### config.mk
export PLATFORM = sky130hd
export DESIGN_NAME = ladybird_fabric_top
export DESIGN_NICKNAME = d
export VERILOG_FILES = /design/src/source/ladybird_bus_pkg.sv /design/src/source/ladybird_config_pkg.sv /design/src/source/ladybird_crossbar.sv /design/src/source/ladybird_fabric_top.sv /design/src/source/ladybird_ram.sv /design/src/source/ladybird_serial_interface.sv
export SDC_FILE = /design/constraint.sdc
export NUM_CORES = 2
export LEC_CHECK = 0
export BUFFER_PORTS_ARGS = -buffer_cell sky130_fd_sc_hd__buf_2
export CAP_MARGIN = 0
export CORE_AREA = 2 2 580 351
export DETAILED_ROUTE_END_ITERATION = 10
export DIE_AREA = 0 0 582 353
export MAX_ROUTING_LAYER = met4
export PLACE_DENSITY = 0.62
export RECOVER_POWER = 25
export SLEW_MARGIN = 20
export SYNTH_ARGS = -nofsm -noshare
export SYNTH_HDL_FRONTEND = slang
export SYNTH_SLANG_ARGS = --single-unit
### constraint.sdc
create_clock -name clk_i -period 3.64 [get_ports clk_i]
set_input_delay 0.364 -clock clk_i [delete_from_list [all_inputs] [get_ports clk_i]]
set_output_delay 0.364 -clock clk_i [all_outputs]
set_load 0.01 [all_outputs]
### src/source/ladybird_bus_pkg.sv
package ladybird_bus_pkg;

  localparam int ADDR_W = 32;     // Byte address
  localparam int DATA_W = 32;     // Bus word
  localparam int BE_W   = DATA_W / 8;

  typedef logic [ADDR_W-1:0] addr_t;
  typedef logic [DATA_W-1:0] word_t;
  typedef logic [BE_W-1:0]   byte_en_t;

  //////////////////////////////
  // Request from a master as a one-cycle strobe
  typedef struct packed {
    logic     valid;
    logic     we;            // Write when high
    byte_en_t be;            // One bit per byte lane
    addr_t    addr;
    word_t    wdata;
  } bus_req_t;

  //////////////////////////////
  // Response one cycle after the accepted request
  typedef struct packed {
    logic  rvalid;
    logic  err;              // Unmapped address
    word_t rdata;            // Zero for writes
  } bus_resp_t;

endpackage

### src/source/ladybird_config_pkg.sv
package ladybird_config_pkg;

  // Master indices
  localparam int I_BUS = 0;
  localparam int D_BUS = 1;

  //////////////////////////////
  // Address map
  localparam int REGION_MSB = 31;
  localparam int REGION_LSB = 28;

  localparam logic [REGION_MSB-REGION_LSB:0] RAM_REGION  = 4'h9;
  localparam logic [REGION_MSB-REGION_LSB:0] UART_REGION = 4'hA;

  // 64 words repeated across the region
  localparam int RAM_ADDR_W = 6;

  //////////////////////////////
  // Serial interface
  localparam int UART_CLKS_PER_BIT = 16;

  // Byte offsets inside the UART region
  localparam logic [3:0] UART_TXDATA_OFS = 4'd0;
  localparam logic [3:0] UART_STATUS_OFS = 4'd4;
  localparam logic [3:0] UART_RXDATA_OFS = 4'd8;

  // Bit state of both serial machines
  typedef enum logic [1:0] {
    IDLE,
    START,
    DATA,
    STOP
  } uart_state_t;

endpackage

### src/source/ladybird_crossbar.sv
`timescale 1ns/100ps

module ladybird_crossbar
  import ladybird_bus_pkg::*;
  import ladybird_config_pkg::*;
  (
    input  logic      clk_i,
    input  logic      anrst_i,
    input  bus_req_t  i_req_i,
    input  bus_req_t  d_req_i,
    output logic      i_gnt_o,
    output logic      d_gnt_o,
    output bus_resp_t i_resp_o,
    output bus_resp_t d_resp_o,
    output bus_req_t  ram_req_o,
    output bus_req_t  uart_req_o,
    input  bus_resp_t ram_resp_i,
    input  bus_resp_t uart_resp_i
  );

  typedef enum logic [1:0] {
    TGT_NONE,
    TGT_RAM,
    TGT_UART,
    TGT_ERR                                     // Unmapped region
  } target_t;

  bus_req_t  req   [2];
  bus_resp_t resp  [2];
  logic      gnt   [2];
  target_t   tgt   [2];                         // Decoded this cycle
  target_t   tag_q [2];                         // Target of last cycle
  logic      blocked;

  assign req[I_BUS] = i_req_i;
  assign req[D_BUS] = d_req_i;

  //////////////////////////////
  // Address decode

  always_comb begin : decode
    for (int m = 0; m < 2; m++) begin
      if (!req[m].valid) begin
        tgt[m] = TGT_NONE;
      end else begin
        case (req[m].addr[REGION_MSB:REGION_LSB])
          RAM_REGION:  tgt[m] = TGT_RAM;
          UART_REGION: tgt[m] = TGT_UART;
          default:     tgt[m] = TGT_ERR;
        endcase
      end
    end
  end

  //////////////////////////////
  // Fixed priority with D over I

  assign blocked = (tgt[I_BUS] == tgt[D_BUS]) &&
                   ((tgt[D_BUS] == TGT_RAM) || (tgt[D_BUS] == TGT_UART));

  assign gnt[D_BUS] = req[D_BUS].valid;
  assign gnt[I_BUS] = req[I_BUS].valid && !blocked;

  // On a clash D owns the port
  always_comb begin : target_mux
    ram_req_o        = (tgt[D_BUS] == TGT_RAM)  ? req[D_BUS] : req[I_BUS];
    uart_req_o       = (tgt[D_BUS] == TGT_UART) ? req[D_BUS] : req[I_BUS];
    ram_req_o.valid  = (tgt[D_BUS] == TGT_RAM)  || (tgt[I_BUS] == TGT_RAM);
    uart_req_o.valid = (tgt[D_BUS] == TGT_UART) || (tgt[I_BUS] == TGT_UART);
  end

  //////////////////////////////
  // Response steering

  always_ff @(posedge clk_i or negedge anrst_i) begin
    if (!anrst_i) begin
      tag_q <= '{default: TGT_NONE};
    end else begin
      for (int m = 0; m < 2; m++) begin
        tag_q[m] <= gnt[m] ? tgt[m] : TGT_NONE;
      end
    end
  end

  always_comb begin : resp_mux
    for (int m = 0; m < 2; m++) begin
      case (tag_q[m])
        TGT_RAM:  resp[m] = ram_resp_i;
        TGT_UART: resp[m] = uart_resp_i;
        TGT_ERR:  resp[m] = '{rvalid: 1'b1, err: 1'b1, rdata: '0};  // Own answer
        default:  resp[m] = '0;
      endcase
    end
  end

  assign i_gnt_o  = gnt[I_BUS];
  assign d_gnt_o  = gnt[D_BUS];
  assign i_resp_o = resp[I_BUS];
  assign d_resp_o = resp[D_BUS];

endmodule

### src/source/ladybird_fabric_top.sv
`timescale 1ns/100ps

module ladybird_fabric_top
  import ladybird_bus_pkg::*;
  (
    input  logic      clk_i,
    input  logic      anrst_i,
    input  bus_req_t  i_req_i,
    input  bus_req_t  d_req_i,
    output logic      i_gnt_o,
    output logic      d_gnt_o,
    output bus_resp_t i_resp_o,
    output bus_resp_t d_resp_o,
    input  logic      uart_rx_i,
    output logic      uart_tx_o
  );

  bus_req_t  ram_req, uart_req;                 // Crossbar to targets
  bus_resp_t ram_resp, uart_resp;               // Targets back to crossbar

  ladybird_crossbar crossbar_i (
    .clk_i       (clk_i),
    .anrst_i     (anrst_i),
    .i_req_i     (i_req_i),
    .d_req_i     (d_req_i),
    .i_gnt_o     (i_gnt_o),
    .d_gnt_o     (d_gnt_o),
    .i_resp_o    (i_resp_o),
    .d_resp_o    (d_resp_o),
    .ram_req_o   (ram_req),
    .uart_req_o  (uart_req),
    .ram_resp_i  (ram_resp),
    .uart_resp_i (uart_resp)
  );

  ladybird_ram ram_i (
    .clk_i   (clk_i),
    .anrst_i (anrst_i),
    .req_i   (ram_req),
    .resp_o  (ram_resp)
  );

  ladybird_serial_interface uart_i (
    .clk_i     (clk_i),
    .anrst_i   (anrst_i),
    .req_i     (uart_req),
    .resp_o    (uart_resp),
    .uart_rx_i (uart_rx_i),
    .uart_tx_o (uart_tx_o)
  );

endmodule

### src/source/ladybird_ram.sv
`timescale 1ns/100ps

module ladybird_ram
  import ladybird_bus_pkg::*;
  import ladybird_config_pkg::*;
  (
    input  logic      clk_i,
    input  logic      anrst_i,
    input  bus_req_t  req_i,
    output bus_resp_t resp_o
  );

  word_t                 mem [2**RAM_ADDR_W];
  logic [RAM_ADDR_W-1:0] idx;
  logic                  rvalid_q;
  word_t                 rdata_q;

  assign idx = req_i.addr[RAM_ADDR_W+1:2];  // Word index with upper bits ignored

  // Byte lane merge on write
  always_ff @(posedge clk_i) begin
    if (req_i.valid && req_i.we) begin
      for (int b = 0; b < BE_W; b++) begin
        if (req_i.be[b]) begin
          mem[idx][8*b +: 8] <= req_i.wdata[8*b +: 8];
        end
      end
    end
  end

  // Old contents are read and writes answer with zero
  always_ff @(posedge clk_i) begin
    rdata_q <= (req_i.valid && !req_i.we) ? mem[idx] : '0;
  end

  always_ff @(posedge clk_i or negedge anrst_i) begin
    if (!anrst_i) begin
      rvalid_q <= 1'b0;
    end else begin
      rvalid_q <= req_i.valid;
    end
  end

  assign resp_o = '{rvalid: rvalid_q, err: 1'b0, rdata: rdata_q};

endmodule

### src/source/ladybird_serial_interface.sv
`timescale 1ns/100ps

module ladybird_serial_interface
  import ladybird_bus_pkg::*;
  import ladybird_config_pkg::*;
  (
    input  logic      clk_i,
    input  logic      anrst_i,
    input  bus_req_t  req_i,
    output bus_resp_t resp_o,
    input  logic      uart_rx_i,
    output logic      uart_tx_o
  );

  uart_state_t                       tx_state_q, rx_state_q;
  logic [$clog2(UART_CLKS_PER_BIT):0] tx_div_q, rx_div_q;  // Clock dividers
  logic [2:0]                        tx_bit_q, rx_bit_q;
  logic [7:0]                        tx_shift_q, rx_shift_q;
  logic [7:0]                        rx_data_q;
  logic                              rx_valid_q;
  logic                              rx_s1_q, rx_s2_q;     // Input synchronizer
  logic                              tx_busy;
  logic                              wr_tx, rd_rx;
  logic [3:0]                        ofs;
  logic                              rvalid_q;
  word_t                             rdata_q;

  assign ofs     = req_i.addr[3:0];
  assign wr_tx   = req_i.valid && req_i.we && (ofs == UART_TXDATA_OFS);
  assign rd_rx   = req_i.valid && !req_i.we && (ofs == UART_RXDATA_OFS);
  assign tx_busy = (tx_state_q != IDLE);

  //////////////////////////////
  // Transmitter

  always_ff @(posedge clk_i or negedge anrst_i) begin
    if (!anrst_i) begin
      tx_state_q <= IDLE;
      tx_div_q   <= '0;
      tx_bit_q   <= '0;
      tx_shift_q <= '0;
    end else begin
      tx_div_q <= tx_div_q + 1'b1;
      case (tx_state_q)
        IDLE: begin
          tx_div_q <= '0;
          if (wr_tx) begin                      // Write while busy is dropped
            tx_shift_q <= req_i.wdata[7:0];
            tx_state_q <= START;
          end
        end
        START: begin
          if (tx_div_q == UART_CLKS_PER_BIT - 1) begin
            tx_div_q   <= '0;
            tx_bit_q   <= '0;
            tx_state_q <= DATA;
          end
        end
        DATA: begin
          if (tx_div_q == UART_CLKS_PER_BIT - 1) begin
            tx_div_q   <= '0;
            tx_shift_q <= tx_shift_q >> 1;      // LSB first
            tx_bit_q   <= tx_bit_q + 1'b1;
            if (tx_bit_q == 3'd7) begin
              tx_state_q <= STOP;
            end
          end
        end
        default: begin
          if (tx_div_q == UART_CLKS_PER_BIT - 1) begin
            tx_state_q <= IDLE;
          end
        end
      endcase
    end
  end

  assign uart_tx_o = (tx_state_q == START) ? 1'b0 :
                     (tx_state_q == DATA)  ? tx_shift_q[0] : 1'b1;

  //////////////////////////////
  // Receiver

  always_ff @(posedge clk_i or negedge anrst_i) begin
    if (!anrst_i) begin
      rx_s1_q    <= 1'b1;
      rx_s2_q    <= 1'b1;
      rx_state_q <= IDLE;
      rx_div_q   <= '0;
      rx_bit_q   <= '0;
      rx_shift_q <= '0;
      rx_data_q  <= '0;
      rx_valid_q <= 1'b0;
    end else begin
      rx_s1_q  <= uart_rx_i;
      rx_s2_q  <= rx_s1_q;
      rx_div_q <= rx_div_q + 1'b1;
      if (rd_rx) begin
        rx_valid_q <= 1'b0;                     // Cleared by the RXDATA read
      end
      case (rx_state_q)
        IDLE: begin
          rx_div_q <= '0;
          if (!rx_s2_q) begin
            rx_state_q <= START;
          end
        end
        START: begin
          if (rx_div_q == UART_CLKS_PER_BIT / 2 - 1) begin  // Middle of start bit
            rx_div_q   <= '0;
            rx_bit_q   <= '0;
            rx_state_q <= rx_s2_q ? IDLE : DATA;          // Glitch goes back
          end
        end
        DATA: begin
          if (rx_div_q == UART_CLKS_PER_BIT - 1) begin
            rx_div_q   <= '0;
            rx_shift_q <= {rx_s2_q, rx_shift_q[7:1]};
            rx_bit_q   <= rx_bit_q + 1'b1;
            if (rx_bit_q == 3'd7) begin
              rx_state_q <= STOP;
            end
          end
        end
        default: begin
          // Runs to the end of the stop bit
          if (rx_div_q == UART_CLKS_PER_BIT + UART_CLKS_PER_BIT / 2 - 1) begin
            rx_data_q  <= rx_shift_q;           // Overwrites an unread byte
            rx_valid_q <= 1'b1;
            rx_state_q <= IDLE;
          end
        end
      endcase
    end
  end

  //////////////////////////////
  // Register read back

  always_ff @(posedge clk_i) begin
    rdata_q <= '0;
    if (req_i.valid && !req_i.we) begin
      case (ofs)
        UART_STATUS_OFS: rdata_q <= {{(DATA_W-2){1'b0}}, rx_valid_q, tx_busy};
        UART_RXDATA_OFS: rdata_q <= {{(DATA_W-8){1'b0}}, rx_data_q};
        default:         rdata_q <= '0;        // TXDATA and holes
      endcase
    end
  end

  always_ff @(posedge clk_i or negedge anrst_i) begin
    if (!anrst_i) begin
      rvalid_q <= 1'b0;
    end else begin
      rvalid_q <= req_i.valid;
    end
  end

  assign resp_o = '{rvalid: rvalid_q, err: 1'b0, rdata: rdata_q};

endmodule

=== Word level (Yosys, flattened, before mapping) ===
Memory sizes are Yosys's and may differ from the RTL's. A register that Yosys moved wholly into a read port is not among the register bits.
Index checks and enable logic that the tools add are counted.

* RAM bits: 2,048
* Input port bits: 143
* Register bits after elaboration: 85
* Logic and storage cells: 146
* Memories: 1
* Latch bits: 0
* Memory bits (read-only): 0

* Div/mod/pow operators: 0
* $add $sub $neg: 4
* Reduce and logical (&&, ||, !) cells: 33
* Shifts and indexed selects: 0
* Mux-type cells: 55
* Eq/ne operators: 35
* Bitwise operators: 1
* Magnitude comparators: 0
* Multiply operators: 0

{| class="wikitable"
|+ Memory list
! name !! words !! bits a word !! rd ports !! clocked after Yosys merged registers in !! write ports !! line !! text
|-
| ram_i.mem || 64 || 32 || 1 || 1 || 1 || ladybird_ram.sv:13 || <nowiki>word_t mem [2**RAM_ADDR_W];</nowiki>
|}

{| class="wikitable"
|+ Operators by type and width
! operator !! number
|-
| 34-bit one-hot mux with 3 select lines || 2
|-
| 69-bit two-way mux || 2
|-
| 8-bit one-hot mux with 2 select lines || 2
|-
| 2-bit two-way mux || 15
|-
| 4-bit == test (second input constant) || 5
|-
| 1-bit two-way mux || 17
|-
| 2-bit == test (second input constant) || 8
|-
| 8-bit two-way mux || 2
|-
| 5-bit two-way mux || 3
|-
| 5-bit one-hot mux with 3 select lines || 1
|-
| 2-bit by 1-bit inequality test with 1-bit output (second input constant) || 7
|-
| 2-bit by 1-bit == test with 1-bit output (second input constant) || 6
|-
| 3-bit two-way mux || 4
|-
| 2-bit one-hot mux with 3 select lines || 2
|-
| 3-bit one-hot mux with 2 select lines || 2
|-
| 5-bit by 1-bit adder with 5-bit output (second input constant) || 2
|-
| 5-bit by 4-bit == test with 1-bit output (second input constant) || 2
|-
| 5-bit one-hot mux with 2 select lines || 1
|-
| 5-bit AND reduction || 2
|-
| 2-bit nonzero test || 5
|-
| 3-bit AND reduction || 3
|-
| 1-bit logical AND || 8
|-
| 2-bit one-hot mux with 2 select lines || 2
|-
| 3-bit by 1-bit adder with 3-bit output (second input constant) || 2
|-
| 15 further kinds || 23
|}

=== Logic depth before layout (Yosys ltp) ===
* Depth in word-level cells: 11
* Gate-level depth with buffers: 12
* Mapped depth without buffers: 10

=== By module ===
A second synthesis with hierarchy kept.

* Cell total of the unflattened synthesis: 5,119
* Area total of the unflattened synthesis: 84,542.3 um^2

{| class="wikitable"
|+ Modules (own cells, without submodules)
! module !! area an instance (um^2) !! seq. area each (um^2) !! cells each !! instances
|-
| ladybird_ram || 79,180.9 || 62,164.6 || 4,613 || 1
|-
| ladybird_serial_interface || 2,718.9 || 1,363.8 || 230 || 1
|-
| ladybird_crossbar || 2,642.5 || 100.1 || 276 || 1
|}

=== Worst setup path after synthesis ===
No wires, ideal clock.

* Path kind: input -> register
* From: input port d_req_i[62] (netlist bit)
* To: memory ram_i.mem[12][0] (netlist bit), enable pin
* Path slack: 0.361 ns
* Library setup time: 0.383 ns
* Stages on the path: 10
* Arrival: 2.895 ns
* Required time: 3.257 ns
* Cells stage by stage: nand4bb_1 -> and2_1 -> ha_1 -> buf_6 -> buf_4 -> buf_2 -> buf_2 -> o32a_1 -> clkbuf_1 -> nor3_1

* Word-level cells in the longest chain between the ends: 8

{| class="wikitable"
|+ Ends and longest elaborated chain
! what !! line !! text
|-
| from (decl) || ladybird_fabric_top.sv:9 || <nowiki>input bus_req_t d_req_i,</nowiki>
|-
| 4-bit == test || ladybird_crossbar.sv:46 || <nowiki>case (req[m].addr[REGION_MSB:REGION_LSB])</nowiki>
|-
| 2-bit one-hot mux with 2 select lines (*) || ladybird_crossbar.sv:46 ||
|-
| 2-bit two-way mux (*) || ladybird_crossbar.sv:43 || <nowiki>if (!req[m].valid) begin</nowiki>
|-
| 2-bit by 1-bit == test with 1-bit output (*) || ladybird_crossbar.sv:66, ladybird_crossbar.sv:68 ||
|-
| 69-bit two-way mux / 1-bit logical OR (equally long branches) || ladybird_crossbar.sv:66, ladybird_crossbar.sv:68 ||
|-
| 1-bit two-way mux / 1-bit logical AND (equally long branches) || ladybird_ram.sv:24, ladybird_ram.sv:22 ||
|-
| 1-bit two-way mux || ladybird_ram.sv:22 || <nowiki>if (req_i.valid && req_i.we) begin</nowiki>
|-
| 1-bit two-way mux (implied by the code) || ladybird_ram.sv:25 || <nowiki>mem[idx][8*b +: 8] <= req_i.wdata[8*b +: 8];</nowiki>
|-
| to (decl) || ladybird_ram.sv:13 ||
|}

Mark *: on every way between the ends. The rest lies on a longest branch, timed or not.

=== Worst setup path after layout ===
* From: input port d_req_i[69] (netlist bit)
* To: register ram_i.rdata_q[7] (read register of ram_i.mem)

* Word-level cells in the longest chain between the ends: 6

{| class="wikitable"
|+ Ends and longest elaborated chain
! what !! line !! text
|-
| 2-bit two-way mux (*) || ladybird_crossbar.sv:43 ||
|-
| 2-bit by 1-bit == test with 1-bit output (*) || ladybird_crossbar.sv:66, ladybird_crossbar.sv:68 ||
|-
| 69-bit two-way mux || ladybird_crossbar.sv:66 || <nowiki>ram_req_o = (tgt[D_BUS] == TGT_RAM) ? req[D_BUS] : req[I_BUS];</nowiki>
|-
| 1-bit logical NOT || ladybird_ram.sv:33 || <nowiki>rdata_q <= (req_i.valid && !req_i.we) ? mem[idx] : '0;</nowiki>
|-
| 1-bit logical AND || ladybird_ram.sv:33 ||
|-
| 1-bit logical NOT (no source line) || - ||
|-
| to (decl) || ladybird_ram.sv:16 || <nowiki>word_t rdata_q;</nowiki>
|}

Marked as above.
A chain may end at the register's enable or synchronous reset.

==> qor.txt <==
Mapped Cells = 4500
Final hold vios = 0
Routability congestion estimate = 0.873
Hold WC Path Type = in -> reg
Syn_area_per_cell = 17.7 sq um
Post-DR vias/cell = 6.08
Vias in the first global route = 45816
Buf/Inv on CP = 6
Fillers = 16719
Sequential standard cell area = 0.0636 sq mm
Worst path top cell family by delay = compound AO/OA/AOI/OAI gates
Layout cell share with drive strength beyond 1 = 23.4%
Worst-path clk slew = 0.07 ns
Setup violations, final = 0
Post-Syn Area = 0.0797 sq mm
Failing checks = capacitance limit, slew limit
Ports = 214
F_max = 285 MHz
Max Cap Violations = 12
Top cell by count, worst path = buf_4
DRC = 0
IO Port Bufs = 173
Data required, critical path = 4.40 ns
RSZ-0062 raised after global routing = false
Status = finished with violations
Synth Net Count = 4663
Most common cell after layout, fill and taps aside = edfxtp_1
Routed Antenna Nets = 0
Kind of critical path = in -> reg
DIE AREA = 0.205 sq mm
WL final = 235 mm
WL per Instance = 29.4 um
Max FO, Critical Path = 24
Setup bufs post-CTS = 0
Final Slew Violations = 696
CTS tree = yes
Number of DRC markers in iteration 0 = 7499
R2R Path Start = uart_i.tx_state_q[0]
Core box area = 0.201 sq mm
CTS sink cnt = 2141
Crit path time final = 3.51 ns
#FFs+latches synth = 2141
Vias = 48591
Reg2reg setup slack = 1.24 ns
Crit path DAT = 4.27 ns
First-pass GRT wire length = 335 mm
Peak VDD IR = 416 uV
First-pass iteration count of the detailed router = 6
Hold Path Sink = crossbar_i.tag_q[3]
Overall Global Routing Usage = 23.1%
Setup Skew = 0.0606 ns
Yosys Warn Count = 0
Row count = 128
Worst r2r path cells = 6
Slowest stage delay, CP = 0.53 ns
Rel. slew slack = -9.15%
EDFF count, synth = 2048
DIE WIDTH = 582 um
Critical Path Sink Type = flip-flop
Slew @ Worst Pin = 1.64 ns
Startpoint types = input pin
Overflow after GRT = 0
Slowest cell on crit path = dlygate4sd3_1
Area of the multi-input gates = 0.0152 sq mm
Later-pin clock latency in the skew report = 0.86 ns
Total CTS buffers = 194
Final worst slack = 0.127 ns
Die H = 353 um
Sequential share of the synthesized area = 79.8%
Area grow syn2layout = 19.3%
Root Driver = clkbuf_16
Crit-path cells = dlygate4sd3_1 -> buf_2 -> and2_1 -> ha_4 -> buf_4 -> nand2b_1 -> o22ai_4 -> buf_12 -> buf_4 -> a22oi_1 -> a41oi_1 -> nor4_1 -> a21oi_1 -> buf_4
Largest net degree at the start of global routing = 73
Clk buf depth = 4
Starting Density = 39.7%
Hold Startpoint = i_req_i[63]
Crit share post-route = 96.5%
Post-DP HPWL = 154 mm
Yosys cell types = 58
Layout net count = 5330
Total power = 51.2 mW
Hold path depth = 4
Post-synth ARST share = 2.48%
Reg2reg end = uart_i.tx_shift_q[1]
H-tree depth = 4
Post-synth top flop = edfxtp_1
Pre-CTS WS = -0.429 ns
PwrDens = 539 mW/mm^2
Initial antenna violation count = 13
P_leak = 29.6 nW
Most frequent cells in the layout = edfxtp_1 (2048), a22oi_1 (1000), buf_4 (498), a41oi_1 (247), clkbuf_16 (195)
[state kept, by name, summed over array words and instances (netlist names), 2 cells and up]
name,cells
uart_i.tx_div_q,5
uart_i.rdata_q,8
ram_i.mem,2048
crossbar_i.tag_q,4
uart_i.tx_shift_q,8
uart_i.rx_data_q,8
uart_i.tx_state_q,2
uart_i.rx_shift_q,8
uart_i.rx_state_q,2
uart_i.tx_bit_q,3
ram_i.rdata_q,32
uart_i.rx_div_q,5
uart_i.rx_bit_q,3
[worst min-delay path, cell delays in order]
cell and delay (ns):
buf_2 0.10, nand2b_1 0.09, nor3b_1 0.09, nor3_1 0.17
[logic make-up (layout without fill, tap and decap cells)]
family / count (synthesis) / count (layout) / synth area share, %
AO/OA/AOI/OAI: 1377 / 1377 / 13.3
XOR/XNOR: 3 / 3 / 0.0330
adder cells (fa/ha/maj): 20 / 20 / 0.314
buffers and inverters: 352 / 1170 / 1.91
flip-flops: 2141 / 2141 / 79.8
multiplexers: 98 / 98 / 1.35
other: 0 / 4 / 0
AND/OR/NAND/NOR: 509 / 509 / 3.26
[Yosys cell counts, types with 20 or more instances]
cell | n | area [sq um]
edfxtp_1 | 2048 | 61500
nor4_1 | 65 | 407
dfrtp_1 | 51 | 1280
nand2_1 | 50 | 188
a22o_1 | 20 | 175
nor2_1 | 91 | 342
inv_1 | 22 | 82.6
clkbuf_1 | 164 | 616
a22oi_1 | 1002 | 7520
ha_1 | 20 | 250
buf_2 | 136 | 681
buf_1 | 24 | 90.1
mux2i_1 | 28 | 280
a41oi_1 | 247 | 2160
a21oi_1 | 42 | 210
mux2_2 | 67 | 754
dfxtp_1 | 40 | 801
and2_1 | 58 | 363
nor3_1 | 198 | 991
[routing by layer]
| layer | GRT usage (%) | vias to the layer above | part of all wire, % |
|---|---|---|---|
| met5 | - | - | 0 |
| li1 | - | 20273 | - |
| met3 | 6.21 | 262 | 13 |
| met1 | 36.0 | 25013 | 45 |
| met2 | 30.1 | 3043 | 40 |
| met4 | 3.55 | 0 | 1.5 |
[through the flow]
step	instance area, sq um	utilization, %	instances	setup TNS (ns)	hold slack, ns
after floorplan	79700	-	4500	0	0.0684
after global routing	95100	47.3	7984	0	0.0962
after detailed placement	88600	44.1	7612	-11.30	0.350
after global placement	88300	44.0	7611	-14.32	0.352
after CTS	95000	47.3	7983	0	0.00929
final	95100	47.3	7987	0	0.0668
[what timing repair did]
action                                 in CTS  in global routing
gates resized for setup                     0                  3
setup endpoints to repair                   0                  3
endpoints found under the hold margin      42                  0
hold buffers                               24                  0
[how the worst max path moves through the flow]
| stage | start | endpoint | slack (ns) | cells after the start |
|---|---|---|---|---|
| finish | d_req_i[69] | ram_i.rdata_q[7] | 0.13 | 14 |
| global route | d_req_i[69] | ram_i.rdata_q[7] | 0.007 | 14 |
| global placement | d_req_i[62] | ram_i.rdata_q[16] | -0.38 | 15 |
| floorplan | d_req_i[62] | ram_i.mem[12][0] | 0.36 | 10 |
| CTS | d_req_i[69] | ram_i.rdata_q[7] | 0.1 | 14 |
| detailed placement | d_req_i[62] | ram_i.rdata_q[16] | -0.43 | 15 |
[cell type report]
type,count,share of cell area (%)
Timing Repair Buffer,801,6.99
Antenna cell,4,0.0105
Sequential cell,2141,66.9
Clock inverter,84,0.855
Clock buffer,263,5.63
Inverter,22,0.0869
Multi-Input combinational cell,2007,16.0
Tap cell,2665,3.51
[where the power goes]
part | internal (mW) | switching [mW]
registers | 27.3 | 0.0735
clock network | 11.3 | 9.02
logic | 1.07 | 2.42
No activity file was read; power rests on OpenSTA's default activity.
